===== src/miner_pkg.sv =====
package miner_pkg;

	// the initial state is a 256-bit midstate followed by the 96-bit header tail
	localparam int STATE_W = 352;

	// the host delivers the state one byte at a time
	localparam int CHUNK_W = 8;
	localparam int NUM_CHUNKS = STATE_W / CHUNK_W;

	// nonce and block sequence widths seen by the hash cores
	localparam int NONCE_W = 32;
	localparam int SEQ_W = 8;

	// register byte offsets inside the 4-bit AXI4-Lite address space
	localparam logic [3:0] ADDR_CHUNK = 4'h0;
	localparam logic [3:0] ADDR_STATUS = 4'h4;
	localparam logic [3:0] ADDR_BLOCKS = 4'h8;

	// the loader FSM either collects bytes or hands the state to every lane
	typedef enum logic {
		LOAD_CHUNKS,
		BROADCAST
	} loader_state_e;

	// write channel FSM of the register block
	typedef enum logic [1:0] {
		WR_IDLE,
		WR_HOLD,
		WR_RESP
	} axil_wr_state_e;

endpackage


===== src/miner_regs.sv =====
`timescale 1ns/1ps

module miner_regs (
	input  logic                          clk,
	input  logic                          reset_i,
	input  logic [3:0]                    s_axil_awaddr_i,
	input  logic                          s_axil_awvalid_i,
	output logic                          s_axil_awready_o,
	input  logic [31:0]                   s_axil_wdata_i,
	input  logic [3:0]                    s_axil_wstrb_i,
	input  logic                          s_axil_wvalid_i,
	output logic                          s_axil_wready_o,
	output logic [1:0]                    s_axil_bresp_o,
	output logic                          s_axil_bvalid_o,
	input  logic                          s_axil_bready_i,
	input  logic [3:0]                    s_axil_araddr_i,
	input  logic                          s_axil_arvalid_i,
	output logic                          s_axil_arready_o,
	output logic [31:0]                   s_axil_rdata_o,
	output logic [1:0]                    s_axil_rresp_o,
	output logic                          s_axil_rvalid_o,
	input  logic                          s_axil_rready_i,
	output logic                          chunk_valid_o,
	output logic [miner_pkg::CHUNK_W-1:0] chunk_data_o,
	input  logic                          chunk_ready_i,
	input  logic [5:0]                    chunk_count_i,
	input  logic                          bcast_active_i,
	input  logic                          block_done_i
);
	import miner_pkg::*;

	axil_wr_state_e wr_state_q;
	logic aw_seen_q;
	logic w_seen_q;
	logic [3:0] aw_addr_q;
	logic [31:0] w_data_q;
	logic [3:0] w_strb_q;
	logic aw_fire;
	logic w_fire;
	logic wr_go;
	logic [3:0] wr_addr;
	logic [31:0] wr_data;
	logic [3:0] wr_strb;
	logic chunk_valid_q;
	logic [CHUNK_W-1:0] chunk_data_q;
	logic [31:0] block_count_q;
	logic ar_fire;
	logic rvalid_q;
	logic [31:0] rdata_q;
	logic [31:0] status_word;
	logic [31:0] read_word;

	// each write channel is taken once in idle, so AW and W may arrive apart
	assign s_axil_awready_o = (wr_state_q == WR_IDLE) && !aw_seen_q;
	assign s_axil_wready_o = (wr_state_q == WR_IDLE) && !w_seen_q;
	assign aw_fire = s_axil_awvalid_i && s_axil_awready_o;
	assign w_fire = s_axil_wvalid_i && s_axil_wready_o;

	// use the captured half if it came early, else the one on the bus now
	assign wr_addr = aw_seen_q ? aw_addr_q : s_axil_awaddr_i;
	assign wr_data = w_seen_q ? w_data_q : s_axil_wdata_i;
	assign wr_strb = w_seen_q ? w_strb_q : s_axil_wstrb_i;
	assign wr_go = (wr_state_q == WR_IDLE) && (aw_seen_q || aw_fire) && (w_seen_q || w_fire);

	// every access is answered with OKAY, unmapped ones included
	assign s_axil_bresp_o = 2'b00;
	assign s_axil_bvalid_o = (wr_state_q == WR_RESP);
	assign s_axil_rresp_o = 2'b00;

	assign chunk_valid_o = chunk_valid_q;
	assign chunk_data_o = chunk_data_q;

	always_ff @(posedge clk) begin
		if (aw_fire) begin
			aw_addr_q <= s_axil_awaddr_i;
		end
		if (w_fire) begin
			w_data_q <= s_axil_wdata_i;
			w_strb_q <= s_axil_wstrb_i;
		end
	end

	always_ff @(posedge clk) begin
		if (reset_i) begin
			wr_state_q <= WR_IDLE;
			aw_seen_q <= 1'b0;
			w_seen_q <= 1'b0;
			chunk_valid_q <= 1'b0;
		end else begin
			case (wr_state_q)
				WR_IDLE: begin
					if (wr_go) begin
						aw_seen_q <= 1'b0;
						w_seen_q <= 1'b0;
						// a chunk write waits for the loader before the host gets its response
						if (wr_addr[3:2] == ADDR_CHUNK[3:2] && wr_strb[0]) begin
							chunk_valid_q <= 1'b1;
							wr_state_q <= WR_HOLD;
						end else begin
							wr_state_q <= WR_RESP;
						end
					end else begin
						aw_seen_q <= aw_seen_q || aw_fire;
						w_seen_q <= w_seen_q || w_fire;
					end
				end
				WR_HOLD: begin
					if (chunk_ready_i) begin
						chunk_valid_q <= 1'b0;
						wr_state_q <= WR_RESP;
					end
				end
				WR_RESP: begin
					if (s_axil_bready_i) begin
						wr_state_q <= WR_IDLE;
					end
				end
				default: begin
					wr_state_q <= WR_IDLE;
				end
			endcase
		end
	end

	// only the low byte of the written word is kept
	always_ff @(posedge clk) begin
		if (wr_go) begin
			chunk_data_q <= wr_data[CHUNK_W-1:0];
		end
	end

	// completed blocks as reported by the loader
	always_ff @(posedge clk) begin
		if (reset_i) begin
			block_count_q <= '0;
		end else if (block_done_i) begin
			block_count_q <= block_count_q + 32'd1;
		end
	end

	// loader ready in bit 0, chunk count in 13:8, broadcast active in bit 16
	assign status_word = {15'd0, bcast_active_i, 2'd0, chunk_count_i, 7'd0, chunk_ready_i};

	always_comb begin
		if (s_axil_araddr_i[3:2] == ADDR_STATUS[3:2]) begin
			read_word = status_word;
		end else if (s_axil_araddr_i[3:2] == ADDR_BLOCKS[3:2]) begin
			read_word = block_count_q;
		end else begin
			read_word = '0;
		end
	end

	// one read in flight, a new address is taken only after the data is gone
	assign s_axil_arready_o = !rvalid_q;
	assign ar_fire = s_axil_arvalid_i && s_axil_arready_o;
	assign s_axil_rvalid_o = rvalid_q;
	assign s_axil_rdata_o = rdata_q;

	always_ff @(posedge clk) begin
		if (reset_i) begin
			rvalid_q <= 1'b0;
		end else if (ar_fire) begin
			rvalid_q <= 1'b1;
		end else if (s_axil_rready_i) begin
			rvalid_q <= 1'b0;
		end
	end

	always_ff @(posedge clk) begin
		if (ar_fire) begin
			rdata_q <= read_word;
		end
	end

endmodule


===== src/block_storage.sv =====
`timescale 1ns/1ps

module block_storage #(
	parameter int NUM_LANES = 16,
	localparam int LANE_W = $clog2(NUM_LANES)
) (
	input  logic                          clk,
	input  logic                          reset_i,
	input  logic                          chunk_valid_i,
	input  logic [miner_pkg::CHUNK_W-1:0] chunk_data_i,
	output logic                          chunk_ready_o,
	output logic [5:0]                    chunk_count_o,
	output logic                          bcast_active_o,
	output logic                          block_done_o,
	output logic                          bcast_valid_o,
	input  logic                          bcast_ready_i,
	output logic [miner_pkg::STATE_W-1:0] bcast_state_o,
	output logic [LANE_W-1:0]             bcast_lane_o,
	output logic                          bcast_first_o
);
	import miner_pkg::*;

	loader_state_e state_q;
	logic [5:0] chunk_idx_q;
	logic [STATE_W-1:0] block_q;
	logic [LANE_W-1:0] lane_q;
	logic chunk_fire;
	logic bcast_fire;
	logic last_chunk;
	logic last_lane;

	// bytes are only taken while loading, the broadcast phase blocks the host
	assign chunk_ready_o = (state_q == LOAD_CHUNKS);
	assign bcast_valid_o = (state_q == BROADCAST);
	assign bcast_active_o = bcast_valid_o;

	assign chunk_fire = chunk_valid_i && chunk_ready_o;
	assign bcast_fire = bcast_valid_o && bcast_ready_i;

	assign last_chunk = (chunk_idx_q == 6'(NUM_CHUNKS - 1));
	assign last_lane = (lane_q == LANE_W'(NUM_LANES - 1));

	// the chunk index doubles as the count reported to the host
	// it sits at 44 for the whole broadcast phase
	assign chunk_count_o = chunk_idx_q;

	// the same assembled state goes out on every lane, only the lane number moves
	assign bcast_state_o = block_q;
	assign bcast_lane_o = lane_q;
	assign bcast_first_o = (lane_q == '0);

	// one pulse when the last lane of the block is handed over
	assign block_done_o = bcast_fire && last_lane;

	always_ff @(posedge clk) begin
		if (reset_i) begin
			state_q <= LOAD_CHUNKS;
			chunk_idx_q <= '0;
			lane_q <= '0;
		end else begin
			case (state_q)
				LOAD_CHUNKS: begin
					if (chunk_fire) begin
						chunk_idx_q <= chunk_idx_q + 6'd1;
						// the 44th byte completes the state, broadcast starts next cycle
						if (last_chunk) begin
							state_q <= BROADCAST;
						end
					end
				end
				BROADCAST: begin
					// a stalled lane simply holds, nothing advances without ready
					if (bcast_fire) begin
						if (last_lane) begin
							state_q <= LOAD_CHUNKS;
							chunk_idx_q <= '0;
							lane_q <= '0;
						end else begin
							lane_q <= lane_q + LANE_W'(1);
						end
					end
				end
				default: begin
					state_q <= LOAD_CHUNKS;
				end
			endcase
		end
	end

	// chunk k fills bits 351-8k down to 344-8k, so the first byte is the top byte
	always_ff @(posedge clk) begin
		if (chunk_fire) begin
			block_q[STATE_W - 1 - CHUNK_W * int'(chunk_idx_q) -: CHUNK_W] <= chunk_data_i;
		end
	end

endmodule


===== src/work_dispatch.sv =====
`timescale 1ns/1ps

module work_dispatch #(
	parameter int NUM_LANES = 16,
	localparam int LANE_W = $clog2(NUM_LANES)
) (
	input  logic                          clk,
	input  logic                          reset_i,
	input  logic                          bcast_valid_i,
	output logic                          bcast_ready_o,
	input  logic [miner_pkg::STATE_W-1:0] bcast_state_i,
	input  logic [LANE_W-1:0]             bcast_lane_i,
	input  logic                          bcast_first_i,
	output logic                          work_valid_o,
	input  logic                          work_ready_i,
	output logic [miner_pkg::STATE_W-1:0] work_state_o,
	output logic [LANE_W-1:0]             work_lane_o,
	output logic [miner_pkg::NONCE_W-1:0] work_nonce_o,
	output logic [miner_pkg::SEQ_W-1:0]   work_seq_o,
	output logic                          work_first_o
);
	import miner_pkg::*;

	// each lane owns an equal slice of the 2^32 nonce space
	localparam logic [NONCE_W-1:0] NONCE_STEP = NONCE_W'((64'd1 << NONCE_W) / NUM_LANES);

	logic [STATE_W-1:0] state_mem [2];
	logic [LANE_W-1:0] lane_mem [2];
	logic [NONCE_W-1:0] nonce_mem [2];
	logic first_mem [2];
	logic wr_ptr_q;
	logic rd_ptr_q;
	logic [1:0] count_q;
	logic [SEQ_W-1:0] seq_q;
	logic in_fire;
	logic out_fire;
	logic [NONCE_W-1:0] nonce_in;

	// room is left while at least one of the two entries is free
	assign bcast_ready_o = (count_q != 2'd2);
	assign in_fire = bcast_valid_i && bcast_ready_o;

	assign work_valid_o = (count_q != 2'd0);
	assign out_fire = work_valid_o && work_ready_i;

	// the base nonce is worked out on entry so the output sees registers only
	assign nonce_in = NONCE_W'(bcast_lane_i) * NONCE_STEP;

	always_ff @(posedge clk) begin
		if (in_fire) begin
			state_mem[wr_ptr_q] <= bcast_state_i;
			lane_mem[wr_ptr_q] <= bcast_lane_i;
			nonce_mem[wr_ptr_q] <= nonce_in;
			first_mem[wr_ptr_q] <= bcast_first_i;
		end
	end

	// the head entry stays put until the cores take it
	assign work_state_o = state_mem[rd_ptr_q];
	assign work_lane_o = lane_mem[rd_ptr_q];
	assign work_nonce_o = nonce_mem[rd_ptr_q];
	assign work_first_o = first_mem[rd_ptr_q];

	// the sequence number is applied at the head, so items already queued
	// for the next block pick up the new value once the last lane has left
	assign work_seq_o = seq_q;

	always_ff @(posedge clk) begin
		if (reset_i) begin
			wr_ptr_q <= 1'b0;
			rd_ptr_q <= 1'b0;
			count_q <= '0;
			seq_q <= '0;
		end else begin
			if (in_fire) begin
				wr_ptr_q <= !wr_ptr_q;
			end
			if (out_fire) begin
				rd_ptr_q <= !rd_ptr_q;
				if (work_lane_o == LANE_W'(NUM_LANES - 1)) begin
					seq_q <= seq_q + SEQ_W'(1);
				end
			end
			case ({in_fire, out_fire})
				2'b10: count_q <= count_q + 2'd1;
				2'b01: count_q <= count_q - 2'd1;
				default: count_q <= count_q;
			endcase
		end
	end

endmodule


===== src/miner_top.sv =====
`timescale 1ns/1ps

module miner_top #(
	parameter int NUM_LANES = 16,
	localparam int LANE_W = $clog2(NUM_LANES)
) (
	input  logic                          clk,
	input  logic                          reset_i,
	input  logic [3:0]                    s_axil_awaddr_i,
	input  logic                          s_axil_awvalid_i,
	output logic                          s_axil_awready_o,
	input  logic [31:0]                   s_axil_wdata_i,
	input  logic [3:0]                    s_axil_wstrb_i,
	input  logic                          s_axil_wvalid_i,
	output logic                          s_axil_wready_o,
	output logic [1:0]                    s_axil_bresp_o,
	output logic                          s_axil_bvalid_o,
	input  logic                          s_axil_bready_i,
	input  logic [3:0]                    s_axil_araddr_i,
	input  logic                          s_axil_arvalid_i,
	output logic                          s_axil_arready_o,
	output logic [31:0]                   s_axil_rdata_o,
	output logic [1:0]                    s_axil_rresp_o,
	output logic                          s_axil_rvalid_o,
	input  logic                          s_axil_rready_i,
	output logic                          work_valid_o,
	input  logic                          work_ready_i,
	output logic [miner_pkg::STATE_W-1:0] work_state_o,
	output logic [LANE_W-1:0]             work_lane_o,
	output logic [miner_pkg::NONCE_W-1:0] work_nonce_o,
	output logic [miner_pkg::SEQ_W-1:0]   work_seq_o,
	output logic                          work_first_o
);
	import miner_pkg::*;

	// register block to loader
	logic chunk_valid;
	logic [CHUNK_W-1:0] chunk_data;
	logic chunk_ready;
	logic [5:0] chunk_count;
	logic bcast_active;
	logic block_done_pulse;

	// loader to dispatch
	logic bcast_valid;
	logic bcast_ready;
	logic [STATE_W-1:0] bcast_state;
	logic [LANE_W-1:0] bcast_lane;
	logic bcast_first;

	// host registers, they also hold back the host until the loader takes a byte
	miner_regs miner_regs_i (
		.clk,
		.reset_i,
		.s_axil_awaddr_i,
		.s_axil_awvalid_i,
		.s_axil_awready_o,
		.s_axil_wdata_i,
		.s_axil_wstrb_i,
		.s_axil_wvalid_i,
		.s_axil_wready_o,
		.s_axil_bresp_o,
		.s_axil_bvalid_o,
		.s_axil_bready_i,
		.s_axil_araddr_i,
		.s_axil_arvalid_i,
		.s_axil_arready_o,
		.s_axil_rdata_o,
		.s_axil_rresp_o,
		.s_axil_rvalid_o,
		.s_axil_rready_i,
		.chunk_valid_o(chunk_valid),
		.chunk_data_o(chunk_data),
		.chunk_ready_i(chunk_ready),
		.chunk_count_i(chunk_count),
		.bcast_active_i(bcast_active),
		.block_done_i(block_done_pulse)
	);

	// byte assembly and per lane broadcast
	block_storage #(
		.NUM_LANES(NUM_LANES)
	) block_storage_i (
		.clk,
		.reset_i,
		.chunk_valid_i(chunk_valid),
		.chunk_data_i(chunk_data),
		.chunk_ready_o(chunk_ready),
		.chunk_count_o(chunk_count),
		.bcast_active_o(bcast_active),
		.block_done_o(block_done_pulse),
		.bcast_valid_o(bcast_valid),
		.bcast_ready_i(bcast_ready),
		.bcast_state_o(bcast_state),
		.bcast_lane_o(bcast_lane),
		.bcast_first_o(bcast_first)
	);

	// work items toward the hash cores
	work_dispatch #(
		.NUM_LANES(NUM_LANES)
	) work_dispatch_i (
		.clk,
		.reset_i,
		.bcast_valid_i(bcast_valid),
		.bcast_ready_o(bcast_ready),
		.bcast_state_i(bcast_state),
		.bcast_lane_i(bcast_lane),
		.bcast_first_i(bcast_first),
		.work_valid_o,
		.work_ready_i,
		.work_state_o,
		.work_lane_o,
		.work_nonce_o,
		.work_seq_o,
		.work_first_o
	);

endmodule


===== config.mk =====
export PLATFORM = sky130hd
export DESIGN_NAME = miner_top
export DESIGN_NICKNAME = d
export VERILOG_FILES = /design/src/miner_pkg.sv /design/src/miner_regs.sv /design/src/block_storage.sv /design/src/work_dispatch.sv /design/src/miner_top.sv
export SDC_FILE = /design/constraint.sdc
export NUM_CORES = 1
export LEC_CHECK = 0
export BUFFER_PORTS_ARGS = -buffer_cell sky130_fd_sc_hd__buf_2
export CORE_MARGIN = 3
export CORE_UTILIZATION = 55
export DETAILED_ROUTE_END_ITERATION = 8
export PLACE_DENSITY = 0.76
export SLEW_MARGIN = 20
export SYNTH_ARGS = -nofsm -noshare
export SYNTH_HDL_FRONTEND = slang
export SYNTH_SLANG_ARGS = --single-unit

===== constraint.sdc =====
create_clock -name clk -period 36.8 [get_ports clk]
set_clock_uncertainty 0.15 [all_clocks]
set_input_delay 0 -clock clk [delete_from_list [all_inputs] [get_ports clk]]
set_output_delay 0 -clock clk [all_outputs]
set_load 0.01 [all_outputs]

Word level (Yosys, flattened, before mapping). Memory sizes are Yosys's and may differ from the RTL's. A register that Yosys moved wholly into a read port is not among the register bits. Cells that the tools add are included.

Register bits: 466. Bits in writable memories: 722. Bits of input ports: 52. Output and inout port bits: 439. Logic and storage cells: 125. Memories kept: 4.

Add/subtract/negate cells: 8. Equal/unequal tests: 17. Shifts and indexed selects: 2. Muxes and demuxes: 40. Bitwise logic cells: 2. Reduce and logical (&&, ||, !) cells: 32.

Memories: work_dispatch_i.state_mem (words 2, bits a word 352, rd ports 1, clocked after memory_dff 1, write ports 1, line work_dispatch.sv:27) `logic [STATE_W-1:0] state_mem [2];`; work_dispatch_i.lane_mem (words 2, bits a word 4, rd ports 1, clocked after memory_dff 1, write ports 1, line work_dispatch.sv:28) `logic [LANE_W-1:0] lane_mem [2];`; work_dispatch_i.nonce_mem (words 2, bits a word 4, rd ports 1, clocked after memory_dff 1, write ports 1, line work_dispatch.sv:29) `logic [NONCE_W-1:0] nonce_mem [2];`; work_dispatch_i.first_mem (words 2, bits a word 1, rd ports 1, clocked after memory_dff 1, write ports 1, line work_dispatch.sv:30) `logic first_mem [2];`.

Operators by type and width (count): 8-bit by 33-bit variable shift with 359-bit output (first input constant) (1); 8-bit by 33-bit indexed part select with 359-bit output (1); 352-bit bitwise mux (1); 17-bit two-way mux (2); 32-bit negator with 33-bit output (1); 32-bit by 1-bit adder with 32-bit output (second input constant) (1); 1-bit two-way mux (22); 6-bit two-way mux (3); 1-bit logical AND (12); 2-bit inequality test (second input constant) (6); 6-bit one-hot mux with 2 select lines (1); 9-bit by 9-bit subtractor with 10-bit output (first input constant) (1); 8-bit by 1-bit adder with 8-bit output (second input constant) (1); 4-bit equality test (second input constant) (2); 2-bit two-way mux (4); 4-bit two-way mux (2); 8-bit two-way mux (1); 2-bit nonzero test (4); 6-bit by 1-bit adder with 6-bit output (second input constant) (1); 2-bit by 1-bit equality test with 1-bit output (second input constant) (3); 2-bit equality test (second input constant) (3); 6-bit equality test (second input constant) (1); 2-bit one-hot mux with 3 select lines (1); 3-bit AND reduction (2); 14 further kinds (24).

Depth between registers and ports, before layout.
Word-level depth: 8. Gate-level depth with buffers: 9. Mapped depth without buffers: 7.

Cells and area by module. A second synthesis with hierarchy kept.

Cells, all modules: 2659. Area, all modules: 45240.9 µm².

Modules (own cells, without submodules): work_dispatch (times used 1, cells an instance 1215, area an instance 26516.7 µm², seq. area each 21700.8 µm²); block_storage (times used 1, cells an instance 1127, area an instance 15020.7 µm², seq. area each 10790.3 µm²); miner_regs (times used 1, cells an instance 317, area an instance 3703.6 µm², seq. area each 2292.2 µm²).

Least setup slack after synthesis. OpenSTA, ideal clock, no wires.

Kind: reg-to-reg. From: register work_dispatch_i.count_q[0]. To: memory work_dispatch_i.first_mem[0], enable pin. Library setup time: 1083 ps. Arrival: 15849 ps. Data required time: 35567 ps. Setup slack: 19718 ps. Cell stages (with the launch flop): 7. Path buffers: 2. Clock period less this slack: 17082 ps. Path through: dfxtp_1 -> nand2b_1 -> buf_2 -> and2_1 -> clkbuf_1 -> inv_1 -> nor2_1.

Cells in the longest elaborated chain, start to end: 4.

RTL lines: from (decl) (line work_dispatch.sv:33) `logic [1:0] count_q;`; from (signal assigned) (line work_dispatch.sv:85) `2'b10: count_q <= count_q + 2'd1;`; from (signal assigned) (line work_dispatch.sv:86) `2'b01: count_q <= count_q - 2'd1;`; from (signal assigned) (line work_dispatch.sv:87) `default: count_q <= count_q;`; 2-bit inequality test (line work_dispatch.sv:40) `assign bcast_ready_o = (count_q != 2'd2);`; 1-bit logical AND (line work_dispatch.sv:41) `assign in_fire = bcast_valid_i && bcast_ready_o;`; 1-bit two-way mux (line work_dispatch.sv:50) `if (in_fire) begin`; 1-bit two-way mux (not written as such) (line work_dispatch.sv:54) `first_mem[wr_ptr_q] <= bcast_first_i;`; to (decl) (line work_dispatch.sv:30).

No other way between the ends.

Final worst setup path.
From: register work_dispatch_i.count_q[0]. To: memory work_dispatch_i.state_mem[0][247], enable pin.

Cells in the longest elaborated chain, start to end: 4.

RTL lines: 2-bit inequality test (line work_dispatch.sv:40); 1-bit logical AND (line work_dispatch.sv:41); 1-bit two-way mux (line work_dispatch.sv:50); 1-bit two-way mux (not written as such) (line work_dispatch.sv:51) `state_mem[wr_ptr_q] <= bcast_state_i;`; to (decl) (line work_dispatch.sv:27).

No other way between the ends.

==> metrics.md <==
| Metric | Value |
|---|---|
| PortBufs | `427` |
| Area of placed instances | `46600 um2` |
| Fin Hold WS | `0.103 ns` |
| Leakage | `16.5 nW` |
| Htree depth | `3` |
| Power density over the cells | `50.7 nW/um2` |
| Final hold vios | `0` |
| Final std cells w/o fill | `4105` |
| Die W | `287 um` |
| Chip height | `287 um` |
| Antenna violations before repair | `2` |
| Drt pass-1 iters | `7` |
| Worst-path fanout max | `81` |
| Slew @ Worst Pin | `1.15 ns` |
| DR DRC count | `0` |
| Area of the multi-input gates | `8040 um2` |
| Worst Setup Path Type | `flip-flop to flip-flop` |
| Post-Syn Instances | `2497` |
| Pins Over Slew Limit | `0` |
| Synth Warn # | `0` |
| Ports | `491` |
| Gr usage total | `0.233` |
| Number of global-route vias before repair | `23000` |
| Seq/Total Area, Yosys | `0.800` |
| Clock latency on the worst-skew pair | `0.66 ns` |
| CORE AREA | `77800 um2` |
| Synth cell types | `46` |
| Clock Root Buffer | `clkbuf_16` |
| FMAX | `239 MHz` |
| FF+latch count, synth | `1179` |
| Initial core utilization | `0.559` |
| Layout cell share with drive strength beyond 1 | `0.326` |
| Fin Setup TNS | `0 ns` |
| GP Congestion | `0.860` |
| Routed len/inst | `23.8 um` |
| Final setup fails | `0` |
| Worst stage delay on the critical path | `0.84 ns` |
| Final Util | `0.647` |
| Final min period | `4.18 ns` |
| Simple-gate share of the synthesized area | `0.0671` |
| Clock transition at path regs | `0.06 ns` |
| Nets | `3038` |
| DP Cell Count | `3867` |
| First-pass GRT wire length | `142000 um` |
| Largest family of logic cells by synthesized area | `multiplexers` |
| RSZ-0062 raised after global routing | `no` |
| Final WL | `97800 um` |
| Post-Synth Adder-Cell Area | `0.00259` |
| Post-Place Setup Slack | `32.26 ns` |
| TritonCTS clock tree | `yes` |
| Asr flop ratio synth | `0` |
| WP buf/inv | `4` |
| Post-Syn Area | `43500 um2` |
| Status | `finished, final reports clean` |
| Relative slew slack | `0.234` |
| XOR/XNOR Fraction of Synth Area | `0.00946` |
| DP Wirelength | `62100 um` |
| Num Clock Sinks | `1179` |
| Seq. cell area | `34800 um2` |
| Top cell by count, worst path | `buf_4` |
| Final Cycle Share | `0.113` |
| Via Count | `22600` |
| Syn avg cell area | `17.4 um2` |
| Starting DRT DRC Count | `2051` |
| Main synth FF type | `edfxtp_1` |
| Largest net degree at the start of global routing | `184` |
| Die area | `82500 um2` |
| GR Util met3 | `0.0484` |
| FILL cells | `5166` |
| Setup ws final | `32.62 ns` |
| CP max-delay cell | `buf_4` |
| Std cell rows | `102` |
| Post-DRT Antenna Nets | `0` |
| Pwr Total | `2.56 mW` |
| Worst EP arrival | `4.30 ns` |
| Worst-path cell chain | `nand2b_1 -> and2_1 -> inv_1 -> nor2_4 -> buf_4 -> buf_6 -> buf_4` |
| Final non-filler cell area | `50400 um2` |
| GR Util met2 | `0.400` |
| Multiplexer area fraction after synthesis | `0.0947` |
| CTS Buffer Depth | `3` |
| Area growth from synthesis to layout | `15.9%` |
| Compound-gate portion of the synthesized area | `0.00757` |
| EDFF count, synth | `1117` |
| Peak VDD IR | `0.0000412 V` |
| Grt met1 use | `0.296` |
| Vias per Instance | `5.51` |
| Gr busiest metal | `met2` |
| Startpoint Class | `flip-flop` |
| CP delay by family, top | `buffers and inverters` |
| CP Data Required Time | `36.93 ns` |
| GRT Residual Overflow | `0` |
| TritonCTS buffer count | `110` |
| Number of max-cap violations | `0` |
| Critical Path End Type | `flip-flop` |
| Worst Hold Class | `input pin to flip-flop` |
-- sequential cells by signal (all words and copies together), names as in the netlist, 2 cells and up, named ones only --
signal,count
work_dispatch_i.lane_mem,8
work_dispatch_i.state_mem,704
block_storage_i.bcast_lane_o,4
miner_regs_i.s_axil_rdata_o,32
miner_regs_i.w_data_q,8
miner_regs_i.aw_addr_q,2
work_dispatch_i.count_q,2
work_dispatch_i.first_mem,2
work_dispatch_i.work_seq_o,8
block_storage_i.bcast_state_o,352
miner_regs_i.wr_state_q,2
miner_regs_i.block_count_q,32
miner_regs_i.chunk_data_o,8
block_storage_i.chunk_count_o,6
-- layer usage --
layer	part of all wire	wire (um)
met5	0	0
met4	0.032	3110
met3	0.079	7690
met2	0.51	49700
met1	0.38	37300
-- report_power, final --
| group | total [mW] | leakage [nW] | internal [mW] | switching (mW) |
|---|---|---|---|---|
| registers | 1.45 | 10.4 | 1.45 | 0.00356 |
| clock network | 1.07 | 1.67 | 0.605 | 0.470 |
| logic | 0.0259 | 4.49 | 0.00816 | 0.0177 |
-- path summary, 6_finish.rpt --
kind	start	endpoint	slack, ns	cells after the start
max	work_dispatch_i.count_q[0]	work_dispatch_i.state_mem[0][247]	32.62	7
max reg2reg	work_dispatch_i.count_q[0]	work_dispatch_i.state_mem[0][247]	32.62	7
min reg2reg	block_storage_i.bcast_state_o[338]	work_dispatch_i.state_mem[1][338]	0.28	0
min	s_axil_wdata_i[7]	miner_regs_i.chunk_data_o[7]	0.10	3
-- cell usage in the layout, fill, tap and decap left out, types with 19 or more instances in the layout --
master	synthesis	layout
dfxtp_1	62	61
edfxtp_1	1117	1117
nor2_1	452	451
xor2_1	23	23
nand3_1	25	25
buf_4	37	28
xnor2_1	24	24
clkbuf_16	0	111
clkinv_2	0	19
and2_1	32	32
clkbuf_1	105	31
buf_2	15	427
nand2_1	56	54
dlygate4sd3_1	0	38
conb_1	1	32
nand4_1	26	26
mux2_2	364	364
-- what timing repair did --
| item | CTS | global route |
|---|---|---|
| hold buffers | 38 | 0 |
| hold endpoints to repair | 158 | 0 |
| buffers inserted | 0 | 0 |
| resized for setup | 0 | 0 |
-- layout make-up --
class,count,share of cell area
Antenna cell,1,0.0000497
Timing Repair Buffer,498,0.0554
Clock inverter,54,0.00953
Sequential cell,1179,0.690
Tap cell,1040,0.0258
Inverter,14,0.00104
Clock buffer,145,0.0582
Multi-Input combinational cell,1174,0.160
-- cells by family after synthesis --
| family | count (synthesis) |
|---|---|
| flops | 1179 |
| xor+xnor | 47 |
| fa+ha+maj | 9 |
| other cells | 1 |
| simple gates | 668 |
| buf+inv | 175 |
| compound gates | 52 |
| mux | 366 |
-- synthesized netlist by cell type, drive strengths merged (9+ instances only) --
cell type | count | area share
nand3 | 26 | 0.0031
nand4 | 27 | 0.0040
xnor2 | 24 | 0.0048
o21ai | 13 | 0.0016
nand2 | 62 | 0.0057
inv | 14 | 0.0012
buf | 56 | 0.0085
dfxtp | 62 | 0.029
edfxtp | 1117 | 0.77
mux2 | 364 | 0.094
nor2 | 452 | 0.039
ha | 9 | 0.0026
a21oi | 18 | 0.0021
xor2 | 23 | 0.0046
nor3 | 14 | 0.0016
and2 | 32 | 0.0046
and3 | 19 | 0.0027
clkbuf | 105 | 0.0091
-- worst reg2reg max path, stage by stage (launching register included) --
cell and delay, ns:
dfxtp_1 0.40, nand2b_1 0.38, and2_1 0.34, inv_1 0.14, nor2_4 0.09, buf_4 0.64
buf_6 0.76, buf_4 0.85
(Power assumes the default switching activity.)
